## config.mk

```make
export PLATFORM = sky130hd
export DESIGN_NAME = outputPort
export DESIGN_NICKNAME = d
export VERILOG_FILES = /design/src/rtl/nocPkg.sv /design/src/rtl/flitLinkIf.sv /design/src/rtl/flitFifo.sv /design/src/rtl/holdTimer.sv /design/src/rtl/outputArbiter.sv /design/src/rtl/outputPort.sv
export SDC_FILE = /design/constraint.sdc
export NUM_CORES = 1
export LEC_CHECK = 0
export ABC_CLOCK_PERIOD_IN_PS = 4950
export BUFFER_PORTS_ARGS = -buffer_cell sky130_fd_sc_hd__buf_2
export CORE_UTILIZATION = 61
export CTS_CLUSTER_SIZE = 14
export DETAILED_ROUTE_END_ITERATION = 8
export GPL_ROUTABILITY_DRIVEN = 0
export PLACE_DENSITY_LB_ADDON = 0.2
export REMOVE_ABC_BUFFERS = 1
export SYNTH_ARGS = -nofsm -noshare
export SYNTH_HDL_FRONTEND = slang
export SYNTH_SLANG_ARGS = --single-unit
```

## constraint.sdc

```tcl
create_clock -name clk -period 4.95 [get_ports clk]
set_clock_uncertainty 0.1 [all_clocks]
set_input_delay 0.99 -clock clk [delete_from_list [all_inputs] [get_ports clk]]
set_output_delay 0.99 -clock clk [all_outputs]
set_load 0.01 [all_outputs]
```

## src/rtl/nocPkg.sv

```systemverilog
`default_nettype none

package nocPkg;

  // Router geometry
  localparam int numPorts  = 5;
  localparam int fifoDepth = 4;

  // FIFO pointer and fill counter widths
  localparam int ptrW = $clog2(fifoDepth);
  localparam int cntW = $clog2(fifoDepth + 1);

  // Flit fields
  typedef logic [2:0]  flitId;
  typedef logic [15:0] flitData;
  typedef logic [11:0] holdLen;  // Hold budget in cycles, head data 11..0

  // Port numbering: Local 0, North 1, East 2, West 3, South 4
  typedef logic [2:0] portIdx;

  // Flit kinds
  localparam flitId idHead = 3'd1;  // Data carries the length
  localparam flitId idBody = 3'd2;
  localparam flitId idTail = 3'd4;

  // Grant FSM, one-hot, bit 0 is idle
  typedef enum logic [numPorts:0] {
    stIdle  = 6'b000001,
    stLocal = 6'b000010,
    stNorth = 6'b000100,
    stEast  = 6'b001000,
    stWest  = 6'b010000,
    stSouth = 6'b100000
  } arbState;

endpackage

`default_nettype wire

```

## src/rtl/flitLinkIf.sv

```systemverilog
`timescale 1ns/10ps
`default_nettype none

interface flitLinkIf import nocPkg::*; ();

  logic    valid;  // Held until accepted
  logic    ready;
  flitId   id;
  flitData data;

  modport source
  (
    output valid,
    output id,
    output data,
    input  ready
  );

  modport sink
  (
    input  valid,
    input  id,
    input  data,
    output ready
  );

endinterface

`default_nettype wire

```

## src/rtl/flitFifo.sv

```systemverilog
`timescale 1ns/10ps
`default_nettype none

module flitFifo import nocPkg::*;
(
  input  logic      clk,
  input  logic      rst,
  flitLinkIf.sink   enq,
  flitLinkIf.source deq
);

  flitId            idMem   [fifoDepth];
  flitData          dataMem [fifoDepth];
  logic [ptrW-1:0]  wrPtr;
  logic [ptrW-1:0]  rdPtr;
  logic [cntW-1:0]  fill;  // Entries held
  logic             push;
  logic             pop;

  assign push = enq.valid && enq.ready;
  assign pop  = deq.valid && deq.ready;

  assign enq.ready = (fill != cntW'(fifoDepth));  // Back-pressure when full
  assign deq.valid = (fill != '0);
  assign deq.id    = idMem[rdPtr];
  assign deq.data  = dataMem[rdPtr];

  // Storage
  always_ff @(posedge clk)
  begin
    if (push)
    begin
      idMem[wrPtr]   <= enq.id;
      dataMem[wrPtr] <= enq.data;
    end
  end

  always_ff @(posedge clk)
  begin
    if (rst)
    begin
      wrPtr <= '0;
      rdPtr <= '0;
      fill  <= '0;
    end
    else
    begin
      if (push)
        wrPtr <= (wrPtr == ptrW'(fifoDepth - 1)) ? '0 : wrPtr + 1'b1;
      if (pop)
        rdPtr <= (rdPtr == ptrW'(fifoDepth - 1)) ? '0 : rdPtr + 1'b1;
      case ({push, pop})
        2'b10:   fill <= fill + 1'b1;
        2'b01:   fill <= fill - 1'b1;
        default: fill <= fill;  // Both or neither
      endcase
    end
  end

endmodule

`default_nettype wire

```

## src/rtl/holdTimer.sv

```systemverilog
`timescale 1ns/10ps
`default_nettype none

module holdTimer import nocPkg::*;
(
  input  logic   clk,
  input  logic   rst,
  input  logic   headSent,
  input  holdLen length,
  input  logic   granted,
  output logic   expired
);

  holdLen budget;  // Length of the last head flit
  holdLen count;   // Granted cycles since then

  always_ff @(posedge clk)
  begin
    if (rst)
    begin
      budget <= '0;
      count  <= '0;
    end
    else
    begin
      if (headSent)
      begin
        budget <= length;
        count  <= '0;
      end
      else if (granted)
        count <= count + 1'b1;
      else
        count <= '0;
    end
  end

  // Zero budget expires on first granted cycle
  assign expired = (count == budget);

endmodule

`default_nettype wire

```

## src/rtl/outputArbiter.sv

```systemverilog
`timescale 1ns/10ps
`default_nettype none

module outputArbiter import nocPkg::*;
(
  input  logic    clk,
  input  logic    rst,
  flitLinkIf.sink req [numPorts],
  output logic    outValid,
  input  logic    outReady,
  output flitId   outId,
  output flitData outData
);

  arbState               state;
  arbState               nextState;
  logic [numPorts-1:0]   grant;     // One-hot, zero in idle
  logic [numPorts-1:0]   reqValid;
  logic [numPorts-1:0]   expired;
  logic [numPorts-1:0]   headSent;
  flitId                 reqId   [numPorts];
  flitData               reqData [numPorts];
  portIdx                grantIdx;
  portIdx                nextIdx;

  // State that grants the given port
  function automatic arbState stateOf(input int pos);
    return arbState'(6'b000010 << pos);
  endfunction

  // First set bit of mask in cyclic order from start
  function automatic arbState scan(input portIdx start, input logic [numPorts-1:0] mask);
    arbState pick;
    int      pos;
    pick = stIdle;
    for (int k = numPorts - 1; k >= 0; k--)
    begin
      pos = (int'(start) + k) % numPorts;
      if (mask[pos])
        pick = stateOf(pos);  // Earlier positions overwrite later ones
    end
    return pick;
  endfunction

  // Per-port link handling and hold timers
  for (genvar i = 0; i < numPorts; i++)
  begin : g_port
    assign reqValid[i]  = req[i].valid;
    assign reqId[i]     = req[i].id;
    assign reqData[i]   = req[i].data;
    assign req[i].ready = grant[i] & outReady;  // Pop only the granted FIFO

    assign headSent[i] = grant[i] && reqValid[i] && outReady && (reqId[i] == idHead);

    holdTimer i_timer
    (
      .clk      (clk),
      .rst      (rst),
      .headSent (headSent[i]),
      .length   (holdLen'(reqData[i][11:0])),
      .granted  (grant[i]),
      .expired  (expired[i])
    );
  end

  assign grant = state[numPorts:1];

  always_comb
  begin
    grantIdx = '0;
    for (int i = 0; i < numPorts; i++)
    begin
      if (grant[i])
        grantIdx = portIdx'(i);
    end
  end

  assign nextIdx = portIdx'((int'(grantIdx) + 1) % numPorts);

  // Output mux
  assign outValid = |(grant & reqValid);
  assign outId    = reqId[grantIdx];
  assign outData  = reqData[grantIdx];

  always_comb
  begin
    nextState = stIdle;
    case (state)
      stIdle:
        nextState = scan('0, reqValid);  // Fixed priority, Local first
      stLocal, stNorth, stEast, stWest, stSouth:
      begin
        if (reqValid[grantIdx] && !expired[grantIdx])
          nextState = state;  // Keep the worm going
        else
          nextState = scan(nextIdx, reqValid & ~grant);
      end
      default:
        nextState = stIdle;
    endcase
  end

  always_ff @(posedge clk)
  begin
    if (rst)
      state <= stIdle;
    else
      state <= nextState;
  end

endmodule

`default_nettype wire

```

## src/rtl/outputPort.sv

```systemverilog
`timescale 1ns/10ps
`default_nettype none

module outputPort import nocPkg::*;
(
  input  logic                clk,
  input  logic                rst,

  // Input links, one per port
  input  logic [numPorts-1:0] inValid,
  output logic [numPorts-1:0] inReady,
  input  flitId               inId   [numPorts],
  input  flitData             inData [numPorts],

  // Output link
  output logic                outValid,
  input  logic                outReady,
  output flitId               outId,
  output flitData             outData
);

  flitLinkIf inLink   [numPorts] ();  // Top ports to FIFOs
  flitLinkIf fifoLink [numPorts] ();  // FIFOs to arbiter

  for (genvar i = 0; i < numPorts; i++)
  begin : g_in
    assign inLink[i].valid = inValid[i];
    assign inLink[i].id    = inId[i];
    assign inLink[i].data  = inData[i];
    assign inReady[i]      = inLink[i].ready;

    flitFifo i_fifo
    (
      .clk (clk),
      .rst (rst),
      .enq (inLink[i]),
      .deq (fifoLink[i])
    );
  end

  outputArbiter i_arbiter
  (
    .clk      (clk),
    .rst      (rst),
    .req      (fifoLink),
    .outValid (outValid),
    .outReady (outReady),
    .outId    (outId),
    .outData  (outData)
  );

endmodule

`default_nettype wire

```

==> reports/metrics.cfg <==
[global_route]
antenna_found_initial = 1
grt_max_degree = 40
grt_overflow_total = 0
grt_usage_pct = 27.36
grt_pass1_vias = 13800
grt_pass1_wl_um = 79340

[sta]
finalSetupViolCount = 0
fin_crit_ns = 4.424
hold_violations = 0
max_freq_ghz = 0.2260
finalHoldWorstSlack_ns = 0.3761
tightest_slew_ns = 1.122
rsz0062_at_grt = false
min_period_over_period_pct = 89.38
slew_viol_final = 0
maxSlewHeadroom_pct = 25.18
tns_ns = 0

[floorplanning]
die_w_um = 196.6
io_pins = 128
coreArea_mm2 = 0.03696
num_rows = 70
die_y_um = 196.6
dieArea_mm2 = 0.03865
initial_core_util_pct = 62.49

[cells_and_area]
drive_gt1_share_pct = 20.53
regArea_mm2 = 0.01483
area_growth_pct = 12.20
nFillCells = 2503
final_util_pct = 70.12
nets = 1861
multi_input_area_mm2 = 0.007726

[drt]
routed_wirelength_um = 51270
firstDrtPassIters = 5
drc = 0
avgViaCountPerCell = 6.106
ant_nets = 0
dr.first_iter.drc_count = 1312
routedWlPerCell_um = 22.66
vias = 13818

[cts]
cts_tree = done
cts.clk_slew.worst_paths_ns = 0.06
root_buffer = clkbuf_16
cts_repair_resize_count = 0
numCtsBuffers = 53
cts_htree_levels = 2
post_cts_buffers = 0
clockBufferDepth = 3
cts_num_sinks = 551
hold_buffers = 0
clk_latency_ns = 0.62

[power]
powerDensity_mw_per_mm2 = 434.1
p_leak_nw = 8.899
vdd_ir_drop_max_uv = 351.2

[place]
dpl.hpwl_um = 35190
numPortBuffers = 127

[min_path]
min_to = i_arbiter.g_port[4].i_timer.count[0]
min_from = i_arbiter.g_port[4].i_timer.count[0]
hp-class = register to register
whs_path_depth = 1

[critical_path]
required_ns = 5.31
r2r-end = i_arbiter.state[5]
cp-end-kind = register
worstPathCellList = buf_4 -> o21ba_2 -> inv_2 -> ha_1 -> nor2_2 -> ha_1 -> o21ai_0 -> a211oi_1 -> or2_1 -> a221oi_2 -> a2111oi_0 -> o41ai_1 -> a31oi_1
r2r_start = i_arbiter.state[4]
rr_worst_depth = 13
crit_type = register to register
crit_top_cell = ha_1
r2r_slack_ns = 0.53
worst-path-buf-inv = 2
crit_family = compound AO/OA/AOI/OAI gates
cp-start-kind = register
cpPeakStageDelay_ns = 0.47
crit_arrival_ns = 4.78
cp_max_fo = 39
cpMaxStageDelayCell = a221oi_2

[status]
status = completed

[yosys]
ys_seq_area_share_pct = 64.23
netlist_instances = 1580
synthDominantCellAreaShare_pct = 49.40
ys_types = 79
synth-edff-count = 380
async_flop_share_pct = 0
ys_ff_latch = 551
syn_area_mm2 = 0.02310
ys_warn_count = 0
synth.area.top_cells = edfxtp_1 (49%), dfxtp_1 (15%), mux4_2 (9.3%)
synth_ff_type = edfxtp_1
synth_top_area_cell = edfxtp_1
syn_area_per_cell_um2 = 14.62

[run]
max-cap-violations = 0

synthesized netlist by cell type (all sizes together) (29+ instances only):
| cell | n |
|---|---|
| edfxtp | 380 |
| nor2 | 195 |
| dfxtp | 171 |
| mux4 | 95 |
| mux2i | 70 |
| xnor2 | 69 |
| xor2 | 52 |
| inv | 48 |
| nand2 | 41 |
| clkbuf | 40 |
| ha | 40 |
| nand3 | 37 |
| a21oi | 36 |
| and3 | 35 |
| buf | 33 |
| nor3 | 29 |
| o22ai | 29 |
flip-flops by register name, summed over array words and instances, names as in the netlist, named ones only:
name                             cells
i_arbiter.g_port.i_timer.count      60
g_in.i_fifo.idMem                   60
g_in.i_fifo.rdPtr                   10
i_arbiter.g_port.i_timer.budget     60
i_arbiter.state                      6
g_in.i_fifo.fill                    15
g_in.i_fifo.dataMem                320
g_in.i_fifo.wrPtr                   10
through the flow:
stage	instance area [um^2]	worst slack (ns)	total power (W)	instances
2_1_floorplan	22700	0.2081	0.006520	1507
3_3_place_gp	24190	0.9648	0.007286	2162
3_5_place_dp	24190	0.7431	0.007324	2162
4_1_cts	25910	0.4403	0.01126	2262
5_1_grt	25910	0.3433	0.01163	2262
6_report	25920	0.5258	0.01125	2263
placed cells by master, fill, tap and decap left out, types with 37 or more instances in the layout:
cell       netlist  layout
ha_1            40      40
nor2_1         192     192
nand3_1         37      37
xor2_1          52      52
mux4_2          95      95
clkbuf_16        0      53
mux2i_1         70      70
inv_1           45      45
edfxtp_1       380     380
xnor2_1         69      69
dfxtp_1        171     171
nand2_1         41      41
buf_2           17     126
worst register-to-register path, delay by kind of cell, from the launching register on:
family,cells,cell delay (ns)
compound gates,7,1.99
fa+ha+maj,2,0.76
simple gates,2,0.57
buf+inv,2,0.50
flops,1,0.35
report_power, final:
group	internal [W]	switching (W)	total, W
registers	0.00512	0.0000944	0.00522
logic	0.000716	0.00135	0.00207
clock network	0.00227	0.00170	0.00397
total	0.00811	0.00314	0.0113
cell type report:
type                    count  area share (%)
diodes                      1        0.009656
clock buffers              75           5.784
clock inverters            25          0.8690
inverters                  48          0.6952
multi-input cells         908           29.81
flip-flops and latches    551           57.24
well taps                 504           2.433
repair buffers            151           3.157
how the worst max path moves through the flow:
stage / startpoint / endpoint / slack, ns / cells after the start
finish: i_arbiter.state[4] / i_arbiter.state[5] / 0.53 / 13
global route: register / outData[10] / 0.34 / 5
CTS: register / outData[10] / 0.44 / 5
detailed placement: i_arbiter.state[4] / i_arbiter.state[5] / 0.74 / 13
global placement: i_arbiter.state[4] / i_arbiter.state[2] / 0.96 / 13
floorplan: i_arbiter.state[5] / i_arbiter.state[5] / 0.21 / 13
cells by family after synthesis:
family	share of synthesized area [%]
DFF	64.23
xor gates and xnor gates	4.588
and+or+nand+nor	8.884
AOI/OAI and AO/OA	4.632
muxes	12.54
adders and majority gates	2.600
other	0.01624
buffers and inverters	2.513
routing by layer:
layer	vias to the layer above	GRT usage, %	share of wire, %	wire [um]
met5	-	0	0	0
met4	0	10.08	3.2	1633
met3	103	4.825	7.9	4034
met2	575	43.50	48	24430
met1	6910	38.24	41	21170
li1	6230	-	-	-
Power figures use the tool's default switching activity.
